<file path="config.mk">
export PLATFORM = sky130hd
export DESIGN_NAME = swu_top
export DESIGN_NICKNAME = d
export VERILOG_FILES = /design/src/swu_pkg.sv /design/src/swu_read_if.sv /design/src/swu_fill_if.sv /design/src/swu_top.sv /design/src/swu_output_stage.sv /design/src/swu_line_buffer.sv /design/src/swu_window_scan.sv /design/src/swu_pixel_writer.sv
export VERILOG_INCLUDE_DIRS = /design/src
export SDC_FILE = /design/constraint.sdc
export NUM_CORES = 1
export LEC_CHECK = 0
export BUFFER_PORTS_ARGS = -buffer_cell sky130_fd_sc_hd__buf_2
export CAP_MARGIN = 30
export CORE_MARGIN = 5
export CORE_UTILIZATION = 45
export DETAILED_ROUTE_END_ITERATION = 8
export PLACE_DENSITY_LB_ADDON = 0.15
export SKIP_CTS_REPAIR_TIMING = 1
export SYNTH_ARGS = -nofsm -noshare
export SYNTH_HDL_FRONTEND = slang
export SYNTH_HIERARCHICAL = 1
export SYNTH_SLANG_ARGS = --single-unit
</file>
<file path="constraint.sdc">
create_clock -name clk -period 6.39 [get_ports clk]
set_clock_uncertainty 0.1 [all_clocks]
set_input_delay 0.9585 -clock clk [delete_from_list [all_inputs] [get_ports clk]]
set_output_delay 0.9585 -clock clk [all_outputs]
set_load 0.02 [all_outputs]
</file>
<file path="src/swu_params.svh">
`ifndef SWU_PARAMS_SVH
`define SWU_PARAMS_SVH

//////////////////////////////
// stream word
//////////////////////////////

// lanes per beat and bits per lane
`define SWU_SIMD         4
`define SWU_PREC         2
`define SWU_WORD_W       (`SWU_SIMD * `SWU_PREC)

//////////////////////////////
// geometry
//////////////////////////////

`define SWU_CHANNELS     8
// channel groups, one beat each
`define SWU_EFF_CH       (`SWU_CHANNELS / `SWU_SIMD)
`define SWU_IFM_DIM      5
`define SWU_KERNEL_DIM   3
`define SWU_STRIDE       1
`define SWU_OFM_DIM      (((`SWU_IFM_DIM - `SWU_KERNEL_DIM) / `SWU_STRIDE) + 1)

// derived counts per frame
`define SWU_FRAME_WORDS  (`SWU_IFM_DIM * `SWU_IFM_DIM * `SWU_EFF_CH)
`define SWU_WINDOW_WORDS (`SWU_KERNEL_DIM * `SWU_KERNEL_DIM * `SWU_EFF_CH)
`define SWU_OUT_WORDS    (`SWU_OFM_DIM * `SWU_OFM_DIM * `SWU_WINDOW_WORDS)
// kernel-height rows of input words
`define SWU_BUF_DEPTH    (`SWU_KERNEL_DIM * `SWU_IFM_DIM * `SWU_EFF_CH)

`endif
</file>
<file path="src/swu_pkg.sv">
`default_nettype none

`include "swu_params.svh"

package swu_pkg;

   //////////////////////////////
   // data and index types
   //////////////////////////////

   // one beat on either stream
   typedef logic [`SWU_WORD_W-1:0] word_t;

   // line buffer address
   typedef logic [$clog2(`SWU_BUF_DEPTH)-1:0] buf_addr_t;

   // position of a word in the frame, also holds the full-frame count
   typedef logic [$clog2(`SWU_FRAME_WORDS + 1)-1:0] frame_idx_t;

   // scan counters
   typedef logic [$clog2(`SWU_OFM_DIM + 1)-1:0] ofm_cnt_t;
   typedef logic [$clog2(`SWU_KERNEL_DIM + 1)-1:0] kern_cnt_t;
   typedef logic [$clog2(`SWU_EFF_CH + 1)-1:0] grp_cnt_t;

   //////////////////////////////
   // state machines
   //////////////////////////////

   // writer: accepting beats, or frame complete and waiting for the restart
   typedef enum logic [0:0] {
      FILL_RUN,
      FILL_HOLD
   } fill_state_e;

   // scan: nothing written yet, issuing reads, last read in flight
   typedef enum logic [1:0] {
      SCAN_IDLE,
      SCAN_RUN,
      SCAN_DONE
   } scan_state_e;

endpackage

`default_nettype wire

</file>
<file path="src/swu_read_if.sv">
`timescale 1ns/10ps
`default_nettype none

// buffer read path, from the scan through the buffer into the stage
interface swu_read_if;

   // read strobe and address from the scan
   logic rd_en;
   swu_pkg::buf_addr_t rd_addr;
   // registered read data, one cycle after rd_en
   swu_pkg::word_t rd_data;
   // stage can take one more word
   logic room;

   modport scan (
      output rd_en,
      output rd_addr,
      input  room
   );

   modport buffer (
      input  rd_en,
      input  rd_addr,
      output rd_data
   );

   modport stage (
      input  rd_en,
      input  rd_data,
      output room
   );

endinterface

`default_nettype wire

</file>
<file path="src/swu_fill_if.sv">
`timescale 1ns/10ps
`default_nettype none

// fill progress between the pixel writer and the window scan
interface swu_fill_if;

   // words written so far in this frame
   swu_pkg::frame_idx_t wr_count;
   // lowest frame index any remaining window still reads
   swu_pkg::frame_idx_t rd_base;
   // single-cycle restart of both sides
   logic frame_end;
   // whole frame is in the buffer
   logic frame_loaded;

   modport writer (
      output wr_count,
      output frame_loaded,
      input  rd_base,
      input  frame_end
   );

   modport scan (
      input  wr_count,
      input  frame_loaded,
      output rd_base,
      output frame_end
   );

endinterface

`default_nettype wire

</file>
<file path="src/swu_top.sv">
`timescale 1ns/10ps
`default_nettype none

module swu_top (
   input  wire logic           clk,
   input  wire logic           resetn,
   input  wire swu_pkg::word_t ip_data_i,
   input  wire logic           ip_valid_i,
   output logic                ip_ready_o,
   output swu_pkg::word_t      op_data_o,
   output logic                op_valid_o,
   input  wire logic           op_ready_i
);

   // write side of the line buffer
   logic               wr_en;
   swu_pkg::buf_addr_t wr_addr;
   swu_pkg::word_t     wr_data;

   swu_fill_if fill ();
   swu_read_if rd ();

   //////////////////////////////
   // input fill and admission
   //////////////////////////////

   swu_pixel_writer u_writer (
      .clk        (clk),
      .resetn     (resetn),
      .ip_data_i  (ip_data_i),
      .ip_valid_i (ip_valid_i),
      .ip_ready_o (ip_ready_o),
      .fill       (fill),
      .wr_en_o    (wr_en),
      .wr_addr_o  (wr_addr),
      .wr_data_o  (wr_data)
   );

   swu_line_buffer u_buffer (
      .clk       (clk),
      .wr_en_i   (wr_en),
      .wr_addr_i (wr_addr),
      .wr_data_i (wr_data),
      .rd        (rd)
   );

   //////////////////////////////
   // window scan and result staging
   //////////////////////////////

   swu_window_scan u_scan (
      .clk    (clk),
      .resetn (resetn),
      .fill   (fill),
      .rd     (rd)
   );

   swu_output_stage u_stage (
      .clk        (clk),
      .resetn     (resetn),
      .rd         (rd),
      .op_data_o  (op_data_o),
      .op_valid_o (op_valid_o),
      .op_ready_i (op_ready_i)
   );

endmodule

`default_nettype wire

</file>
<file path="src/swu_output_stage.sv">
`timescale 1ns/10ps
`default_nettype none

module swu_output_stage (
   input  wire logic       clk,
   input  wire logic       resetn,
   swu_read_if.stage       rd,
   output swu_pkg::word_t  op_data_o,
   output logic            op_valid_o,
   input  wire logic       op_ready_i
);

   logic           inflight;
   logic           show_valid;
   logic           skid_valid;
   swu_pkg::word_t show_data;
   swu_pkg::word_t skid_data;
   logic           show_free;
   logic [1:0]     occupancy;

   // shown slot empties when it is empty or taken this cycle
   assign show_free = !show_valid || op_ready_i;

   // held words plus the read on its way
   assign occupancy = 2'(show_valid) + 2'(skid_valid) + 2'(inflight);
   assign rd.room   = (occupancy < 2'd2);

   //////////////////////////////
   // slot control
   //////////////////////////////

   always_ff @(posedge clk) begin
      if (!resetn) begin
         inflight   <= 1'b0;
         show_valid <= 1'b0;
         skid_valid <= 1'b0;
      end else begin
         inflight <= rd.rd_en;
         if (show_free) begin
            show_valid <= skid_valid || inflight;
            skid_valid <= skid_valid && inflight;
         end else begin
            skid_valid <= skid_valid || inflight;
         end
      end
   end

   // skid word moves up first, a landing word fills whatever is left
   always_ff @(posedge clk) begin
      if (show_free && (skid_valid || inflight)) begin
         show_data <= skid_valid ? skid_data : rd.rd_data;
      end
      if (inflight && (skid_valid || !show_free)) begin
         skid_data <= rd.rd_data;
      end
   end

   assign op_data_o  = show_data;
   assign op_valid_o = show_valid;

   // a landing word always finds a free slot
   a_no_drop: assert property (@(posedge clk) disable iff (!resetn)
      inflight |-> (show_free || !skid_valid))
      else $error("landing read word found no free slot");

endmodule

`default_nettype wire

</file>
<file path="src/swu_line_buffer.sv">
`timescale 1ns/10ps
`default_nettype none

`include "swu_params.svh"

module swu_line_buffer (
   input wire logic               clk,
   input wire logic               wr_en_i,
   input wire swu_pkg::buf_addr_t wr_addr_i,
   input wire swu_pkg::word_t     wr_data_i,
   swu_read_if.buffer             rd
);

   // kernel-height rows, used as a ring
   swu_pkg::word_t mem [`SWU_BUF_DEPTH];
   swu_pkg::word_t rd_data_q;

   //////////////////////////////
   // write port
   //////////////////////////////

   always_ff @(posedge clk) begin
      if (wr_en_i) begin
         mem[wr_addr_i] <= wr_data_i;
      end
   end

   //////////////////////////////
   // read port
   //////////////////////////////

   // registered read, holds its value between reads
   always_ff @(posedge clk) begin
      if (rd.rd_en) begin
         rd_data_q <= mem[rd.rd_addr];
      end
   end

   assign rd.rd_data = rd_data_q;

endmodule

`default_nettype wire

</file>
<file path="src/swu_window_scan.sv">
`timescale 1ns/10ps
`default_nettype none

`include "swu_params.svh"

module swu_window_scan (
   input wire logic clk,
   input wire logic resetn,
   swu_fill_if.scan fill,
   swu_read_if.scan rd
);

   localparam int ROW_WORDS = `SWU_IFM_DIM * `SWU_EFF_CH;
   localparam int ROW_STEP  = `SWU_STRIDE * ROW_WORDS;
   // wide enough for a wrapped base plus an in-window offset
   localparam int SUM_W     = $clog2(2 * `SWU_BUF_DEPTH);

   swu_pkg::scan_state_e state;

   swu_pkg::ofm_cnt_t   orow;
   swu_pkg::ofm_cnt_t   ocol;
   swu_pkg::kern_cnt_t  kr;
   swu_pkg::kern_cnt_t  kc;
   swu_pkg::grp_cnt_t   grp;

   swu_pkg::frame_idx_t rd_base;
   swu_pkg::buf_addr_t  base_addr;
   swu_pkg::frame_idx_t kern_off;
   swu_pkg::frame_idx_t rd_idx;

   logic last_grp;
   logic last_kc;
   logic last_kr;
   logic last_ocol;
   logic last_orow;
   logic last_read;

   // single compare and subtract, the sum never reaches twice the depth
   function automatic swu_pkg::buf_addr_t wrap_addr(input logic [SUM_W-1:0] sum);
      if (sum >= SUM_W'(`SWU_BUF_DEPTH)) begin
         return swu_pkg::buf_addr_t'(sum - SUM_W'(`SWU_BUF_DEPTH));
      end
      return swu_pkg::buf_addr_t'(sum);
   endfunction

   //////////////////////////////
   // read index and address
   //////////////////////////////

   // offset of the current word from the top row of the output row
   assign kern_off = swu_pkg::frame_idx_t'(kr * ROW_WORDS
                     + (ocol * `SWU_STRIDE + kc) * `SWU_EFF_CH + grp);
   assign rd_idx   = rd_base + kern_off;

   assign rd.rd_addr = wrap_addr(SUM_W'(base_addr) + SUM_W'(kern_off));

   // word must already be in the buffer and the stage must have room
   assign rd.rd_en = (state == swu_pkg::SCAN_RUN) && rd.room && (rd_idx < fill.wr_count);

   assign last_grp  = (grp == `SWU_EFF_CH - 1);
   assign last_kc   = (kc == `SWU_KERNEL_DIM - 1);
   assign last_kr   = (kr == `SWU_KERNEL_DIM - 1);
   assign last_ocol = (ocol == `SWU_OFM_DIM - 1);
   assign last_orow = (orow == `SWU_OFM_DIM - 1);
   assign last_read = rd.rd_en && last_grp && last_kc && last_kr && last_ocol && last_orow;

   assign fill.rd_base   = rd_base;
   assign fill.frame_end = (state == swu_pkg::SCAN_DONE) && fill.frame_loaded;

   //////////////////////////////
   // window counters
   //////////////////////////////

   // order is group, kernel column, kernel row, output column, output row
   always_ff @(posedge clk) begin
      if (!resetn || fill.frame_end) begin
         grp       <= '0;
         kc        <= '0;
         kr        <= '0;
         ocol      <= '0;
         orow      <= '0;
         rd_base   <= '0;
         base_addr <= '0;
      end else if (rd.rd_en) begin
         grp <= last_grp ? '0 : grp + 1'b1;
         if (last_grp) begin
            kc <= last_kc ? '0 : kc + 1'b1;
            if (last_kc) begin
               kr <= last_kr ? '0 : kr + 1'b1;
               if (last_kr) begin
                  ocol <= last_ocol ? '0 : ocol + 1'b1;
                  // new output row frees STRIDE input rows
                  if (last_ocol && !last_orow) begin
                     orow      <= orow + 1'b1;
                     rd_base   <= rd_base + swu_pkg::frame_idx_t'(ROW_STEP);
                     base_addr <= wrap_addr(SUM_W'(base_addr) + SUM_W'(ROW_STEP));
                  end else if (last_ocol) begin
                     orow <= '0;
                  end
               end
            end
         end
      end
   end

   always_ff @(posedge clk) begin
      if (!resetn) begin
         state <= swu_pkg::SCAN_IDLE;
      end else begin
         case (state)
            swu_pkg::SCAN_IDLE: begin
               if (fill.wr_count != '0) begin
                  state <= swu_pkg::SCAN_RUN;
               end
            end
            swu_pkg::SCAN_RUN: begin
               if (last_read) begin
                  state <= swu_pkg::SCAN_DONE;
               end
            end
            swu_pkg::SCAN_DONE: begin
               if (fill.frame_end) begin
                  state <= swu_pkg::SCAN_IDLE;
               end
            end
            default: state <= swu_pkg::SCAN_IDLE;
         endcase
      end
   end

   // word read is still in the ring and sits at its index modulo the depth
   a_read_live: assert property (@(posedge clk) disable iff (!resetn)
      rd.rd_en |-> (fill.wr_count - rd_idx <= swu_pkg::frame_idx_t'(`SWU_BUF_DEPTH))
                   && (rd.rd_addr == swu_pkg::buf_addr_t'(rd_idx % `SWU_BUF_DEPTH)))
      else $error("read outside the live part of the buffer");

endmodule

`default_nettype wire

</file>
<file path="src/swu_pixel_writer.sv">
`timescale 1ns/10ps
`default_nettype none

`include "swu_params.svh"

module swu_pixel_writer (
   input  wire logic           clk,
   input  wire logic           resetn,
   input  wire swu_pkg::word_t ip_data_i,
   input  wire logic           ip_valid_i,
   output logic                ip_ready_o,
   swu_fill_if.writer          fill,
   output logic                wr_en_o,
   output swu_pkg::buf_addr_t  wr_addr_o,
   output swu_pkg::word_t      wr_data_o
);

   swu_pkg::fill_state_e state;
   swu_pkg::frame_idx_t  wr_count;
   swu_pkg::buf_addr_t   wr_addr;
   swu_pkg::frame_idx_t  occupancy;
   logic                 ip_hs;

   // words held that a window may still read
   assign occupancy = wr_count - fill.rd_base;

   // admission stops once the oldest needed word would be overwritten
   assign ip_ready_o = (state == swu_pkg::FILL_RUN) && (occupancy < `SWU_BUF_DEPTH);
   assign ip_hs      = ip_valid_i && ip_ready_o;

   // write goes out on the same edge as the handshake
   assign wr_en_o   = ip_hs;
   assign wr_addr_o = wr_addr;
   assign wr_data_o = ip_data_i;

   assign fill.wr_count     = wr_count;
   assign fill.frame_loaded = (state == swu_pkg::FILL_HOLD);

   //////////////////////////////
   // write pointer and state
   //////////////////////////////

   always_ff @(posedge clk) begin
      if (!resetn || fill.frame_end) begin
         state    <= swu_pkg::FILL_RUN;
         wr_count <= '0;
         wr_addr  <= '0;
      end else if (ip_hs) begin
         wr_count <= wr_count + 1'b1;
         // circular address
         if (wr_addr == `SWU_BUF_DEPTH - 1) begin
            wr_addr <= '0;
         end else begin
            wr_addr <= wr_addr + 1'b1;
         end
         if (wr_count == `SWU_FRAME_WORDS - 1) begin
            state <= swu_pkg::FILL_HOLD;
         end
      end
   end

   // ring pointer stays in step with the frame index of the word written
   a_addr_in_step: assert property (@(posedge clk) disable iff (!resetn)
      wr_en_o |-> (wr_addr_o == swu_pkg::buf_addr_t'(wr_count % `SWU_BUF_DEPTH)))
      else $error("write address out of step with the write count");

endmodule

`default_nettype wire

</file>
-- Yosys cells after proc, flatten, opt, wreduce, memory -nomap -nowiden
Memory sizes are Yosys's and may differ from the RTL's. A register that Yosys moved wholly into a read port is not among the register bits.
Index checks and enable logic that the tools add are counted.
- add/sub/neg operators: 19
- multiply operators: 1
- divide/modulo/power cells: 0
- magnitude comparators: 5
- eq/ne operators: 12
- shift-type cells: 0
- multiplexer cells: 27
- bitwise gates (word level): 1
- reduce and logical (&&, ||, !) cells: 32
- operators by type and width (kind ; count):
    $mux 5 ; 5
    $mux 2 ; 9
    $logic_and 1x1->1 ; 14
    $add 6x6->6 ; 2
    $ge 6x5->1 const B ; 2
    $mux 1 ; 11
    $add 2x1->2 const B ; 5
    $eq 2x2->1 const B ; 5
    $reduce_and 5->1 ; 2
    $sub 5x5->5 const B ; 2
    $mux 8 ; 1
    $add 5x4->6 const B ; 1
    $add 5x6->6 ; 1
    $add 6x1->6 const B ; 1
    $add 6x2->6 ; 1
    $add 6x4->6 const B ; 1
    $eq 6x6->1 const B ; 1
    $lt 6x5->1 const B ; 1
    $lt 6x6->1 ; 1
    $ne 2x1->1 const B ; 3
    $pmux 2 s3 ; 1
    $reduce_and 3->1 ; 2
    $reduce_bool 6->1 ; 1
    $sub 6x6->6 ; 1
    other kinds (15) ; 23
- register bits: 54
- latch bits: 0
- bits in writable memories: 240
- ROM bits: 0
- input bits: 12
- word-level logic and storage cells: 114
- memories: 1
- memory list (memory ; depth ; width ; read ports ; clocked after Yosys merged registers in ; write ports ; RTL line ; source):
    u_buffer.mem ; 30 ; 8 ; 1 ; 1 ; 1 ; swu_line_buffer.sv:15 ; swu_pkg::word_t mem [`SWU_BUF_DEPTH];

-- Logic depth before layout (Yosys ltp)
- depth after elaboration: 13
- mapped depth: 19
- mapped depth without buffers: 18

-- Hierarchy
The synthesis kept the hierarchy.
- modules (own cells, without submodules) (module ; times used ; cells an instance ; area an instance (um^2)):
    swu_line_buffer ; 1 ; 530 ; 9872.0
    swu_window_scan ; 1 ; 214 ; 1889.3
    swu_pixel_writer ; 1 ; 118 ; 994.7
    swu_output_stage ; 1 ; 40 ; 744.5

-- Worst setup path before layout
No wires, ideal clock.
- path type: reg2reg
- from: register u_scan.ocol[0]
- to: register u_buffer.rd_data_q[2], in the netlist u_buffer/rd.rd_data[2] (read register of u_buffer.mem), data pin
- arrival: 4.447 ns
- path slack: 1.584 ns
- stages on the path, launching flop included: 19
- path buffers: 2
- period minus slack after synthesis: 4.806 ns
- path through: dfxtp_1 ha_1 fa_1 ha_1 ha_1 fa_1 ha_1 xnor2_1 and3_1 nor3b_1 or3_4 mux2_4 buf_2 nand2b_1 clkbuf_1 a2111oi_0 nor3_1 nand4b_1 nand3_1
- word-level cells in the longest chain between the ends: 7
- ends and longest elaborated chain (what ; RTL line ; source):
    start: declaration ; swu_window_scan.sv:21 ; swu_pkg::ofm_cnt_t ocol;
    start signal: assignment ; swu_window_scan.sv:91 ; ocol <= last_ocol ? '0 : ocol + 1'b1;
    $add 2x2->3 * ; swu_window_scan.sv:52 ; + (ocol * `SWU_STRIDE + kc) * `SWU_EFF_CH + grp);
    $add 6x6->6 (no source line) * ; n/a ;
    $add 6x2->6 * ; swu_window_scan.sv:51 ; assign kern_off = swu_pkg::frame_idx_t'(kr * ROW_WORDS
    $add 5x6->6 * ; swu_window_scan.sv:55 ; assign rd.rd_addr = wrap_addr(SUM_W'(base_addr) + SUM_W'(kern_off));
    $sub 5x5->5 or $ge 6x5->1 (tied branches) ; swu_window_scan.sv:41, swu_window_scan.sv:40 ;
    $mux 5 or $mux 1 (tied branches) ; swu_window_scan.sv:40 ; if (sum >= SUM_W'(`SWU_BUF_DEPTH)) begin
    $mux 5 * ; swu_window_scan.sv:43 ; return swu_pkg::buf_addr_t'(sum);
    net rd.rd_addr[2] ; swu_read_if.sv:9 ; swu_pkg::buf_addr_t rd_addr;
    end: declaration ; swu_line_buffer.sv:16 ; swu_pkg::word_t rd_data_q;
The timed path passes the listed nets; every way through them passes the cells marked *. The select of a mux whose other input is x is not followed.
A chain may end at the register's enable or synchronous reset.

-- Final worst setup path
- from: register u_scan.ocol[0]
- to: register u_buffer.rd_data_q[4], in the netlist u_buffer/rd.rd_data[4] (read register of u_buffer.mem), data pin
Same word-level chain as after synthesis.

==> metrics.md <==
| Metric | Value |
|---|---|
| Status | `complete, no violations` |
| Clock root buffer master | `clkbuf_16` |
| CTS tree | `done` |
| EDFF count, synth | `264` |
| Final hold slack | `0.363 ns` |
| Final setup viols | `0` |
| DP Wirelength | `20100 um` |
| Psw | `0.000951 W` |
| Port Buf Inserts | `21` |
| Asr flop ratio synth | `0%` |
| Initial antenna violation count | `0` |
| Post-layout minimum cycle time | `5.34 ns` |
| Syn-to-layout area delta | `10.3%` |
| Most instantiated library cell after synthesis | `edfxtp_1` |
| Final ANT Viol Nets | `0` |
| Unique cell type count in the Yosys netlist | `88` |
| Core Area | `0.0296 mm^2` |
| Power Internal | `0.00334 W` |
| Initial Util | `45.6%` |
| CP cell instances | `ha_1, fa_1, ha_1, ha_1, fa_1, ha_1, xnor2_1, and3_1, nor3b_1, or3_4, mux2_4, nand2b_1, a2111oi_0, nor3_1, nand4b_1, nand3_1` |
| Clk pin slew, worst setup/hold paths | `0.06 ns` |
| Crit start category | `flop` |
| Largest family of logic cells by synthesized area | `multiplexers` |
| H-tree depth | `2` |
| First-pass GRT wire length | `46700 um` |
| Ant diodes | `0` |
| Crit path top cell by count | `ha_1` |
| Rows | `63` |
| Largest net degree at the start of global routing | `60` |
| CTS max path bufs | `3` |
| CP Data Required Time | `6.54 ns` |
| WL/cell | `23.2 um` |
| Slowest-stage cell, CP | `mux2_4` |
| Sequential Power Share | `51.2%` |
| Mapped Cells | `902` |
| Commonest cells post-synth | `edfxtp_1, nor2_1, mux2i_1` |
| Total negative slack | `0 ns` |
| Max-cap violation count | `0` |
| RSZ-0062 raised after global routing | `false` |
| Worst VDD drop | `0.198 mV` |
| Total track usage | `18.2%` |
| Clock power share | `42.6%` |
| Detailed Route Iter0 Violations | `458` |
| DR vias | `7709` |
| Pwr/cell area | `289 mW/mm^2` |
| Max Clk Rate | `0.187 GHz` |
| Vias in the first global route | `7528` |
| WP data arrival | `5.49 ns` |
| Static leakage | `4.80 nW` |
| Worst slew margin | `32.9%` |
| Synth top area share | `58.7%` |
| Final period util | `83.5%` |
| Post-synthesis xor/xnor area fraction | `0.908%` |
| Die Span Y | `183 um` |
| Final Wtd Congestion | `0.826` |
| Combinational share of power | `6.1%` |
| CTS sink count | `300` |
| IO Pins | `22` |
| Slowest cell delay on critical path | `0.50 ns` |
| Multiplexer share of the synthesized area | `10.5%` |
| Filler Cell Count | `2545` |
| Synth Area per Inst | `15.0 um^2` |
| Sequential share of the synthesized area | `64.1%` |
| Cts bufs inserted | `34` |
| Min-Delay Path Class | `flop to flop` |
| Layout cells sized above 1 | `16.2%` |
| Die Wd | `183 um` |
| Switching share of total power | `22.2%` |
| Simple logic cell fraction of the synthesized area | `9.77%` |
| Fin nets | `969` |
| Post-Syn Nets | `953` |
| Synth Area in Compound Gates | `7.53%` |
| Skew-Pair Late Insertion Delay | `0.50 ns` |
| Post-synthesis register bit count | `300` |
| Maximum fanout along the worst path | `35` |
| Dominant synthesized flop cell | `edfxtp_1` |
| DRC viols | `0` |
| Ranking of synthesized cells by area | `edfxtp_1, dfxtp_1, mux4_2` |
| DIE AREA | `0.0336 mm^2` |
| Overall routed net length | `30800 um` |
| Final Hold Viols | `0` |
| Crit path kind | `flop to flop` |
| Vias/cell | `5.80` |
| Mapped cell area | `0.0135 mm^2` |
| Largest area contributor in the netlist | `edfxtp_1` |
| Adder-cell share of the synthesized area | `3.95%` |
| Slew Viols, Final | `0` |
| Worst slew pin tran | `1.00 ns` |
| GRT overflow | `0` |
| Yosys warns | `6` |
| CP Capture Type | `flop` |
| First-pass iteration count of the detailed router | `6` |
-- power groups by stage --
stage	combinational [W]	clock [W]	sequential, W
2_1_floorplan	0.000224	0	0.00222
3_3_place_gp	0.000265	0	0.00224
3_5_place_dp	0.000266	0	0.00224
4_1_cts	0.000267	0.00187	0.00220
5_1_grt	0.000286	0.00196	0.00220
6_report	0.000264	0.00183	0.00220
-- cell type report --
cell class                 count  area, um^2  share of cell area [%]
tap                          390         488                    3.28
timing repair buffer          29         178                    1.19
clock inverter                17         145                   0.975
inverter                      28         105                   0.706
clock buffer                  39         891                    5.98
multi-input combinational    525        4430                    29.7
sequential                   300        8650                    58.1
-- flip-flops by register name, summed over array words and instances (netlist names), 4 cells and up --
register,flops
u_buffer/mem,240
u_writer/fill.wr_count,6
u_stage/skid_data,8
u_writer/wr_addr_o,5
u_stage/op_data_o,8
u_buffer/rd.rd_data,8
u_scan/fill.rd_base,5
u_scan/base_addr,4
-- worst max-delay path, delay by kind of cell, from the launching register on --
family | cells | cell delay [ns]
muxes | 1 | 0.50
adders and majority gates | 6 | 1.97
xor gates and xnor gates | 1 | 0.20
DFF | 1 | 0.34
AOI/OAI and AO/OA | 1 | 0.49
and+or+nand+nor | 7 | 1.49
-- cells in the final DEF, fill, tap and decap left out, types with 9 or more instances in the layout --
cell,netlist,layout
mux2_1,9,9
clkbuf_16,0,35
nand2_1,41,41
nand3b_1,11,11
nor2b_1,24,24
edfxtp_1,264,264
buf_2,12,21
dfxtp_1,36,35
o22ai_1,12,12
a211oi_1,19,19
inv_1,26,26
nand3_1,23,23
mux2i_1,42,42
nor2_1,50,50
ha_1,33,33
a21oi_1,27,27
mux4_2,28,28
nor3_1,14,14
o21ai_0,13,13
mux2_2,10,10
-- cell families after synthesis --
group	Yosys count
other	1
buffers and inverters	77
xor gates and xnor gates	14
muxes	98
and+or+nand+nor	232
AOI/OAI and AO/OA	141
DFF	300
adders and majority gates	39
-- per-layer routing --
layer / part of all wire, % / GRT usage (%)
met5: 0 / 0
met1: 46 / 25.8
met3: 5.4 / 3.33
met4: 2.2 / 4.92
met2: 47 / 29.3
-- worst paths after layout --
kind,startpoint,endpoint,slack (ns),cells past startpoint
max,u_scan/ocol[0]$_SDFFE_PP0N_,u_buffer/rd.rd_data[4]$_DFFE_PP_,1.05,16
min,u_scan/orow[1]$_SDFFE_PP0P_,u_scan/orow[1]$_SDFFE_PP0P_,0.36,2
max reg2reg,u_scan/ocol[0]$_SDFFE_PP0N_,u_buffer/rd.rd_data[4]$_DFFE_PP_,1.05,16
min reg2reg,u_scan/orow[1]$_SDFFE_PP0P_,u_scan/orow[1]$_SDFFE_PP0P_,0.36,2
-- stage by stage --
stage               power [W]  setup slack [ns]  instances  instance area (um^2)  utilization [%]
floorplan             0.00244              1.58        902                 13500                -
global placement      0.00251              1.12       1270                 13800             46.7
detailed placement    0.00251              1.06       1271                 13800             46.7
CTS                   0.00434              1.05       1327                 14900             50.2
global route          0.00445             0.767       1328                 14900             50.2
finish                0.00430              1.05       1328                 14900             50.2
(Power assumes the default switching activity.)
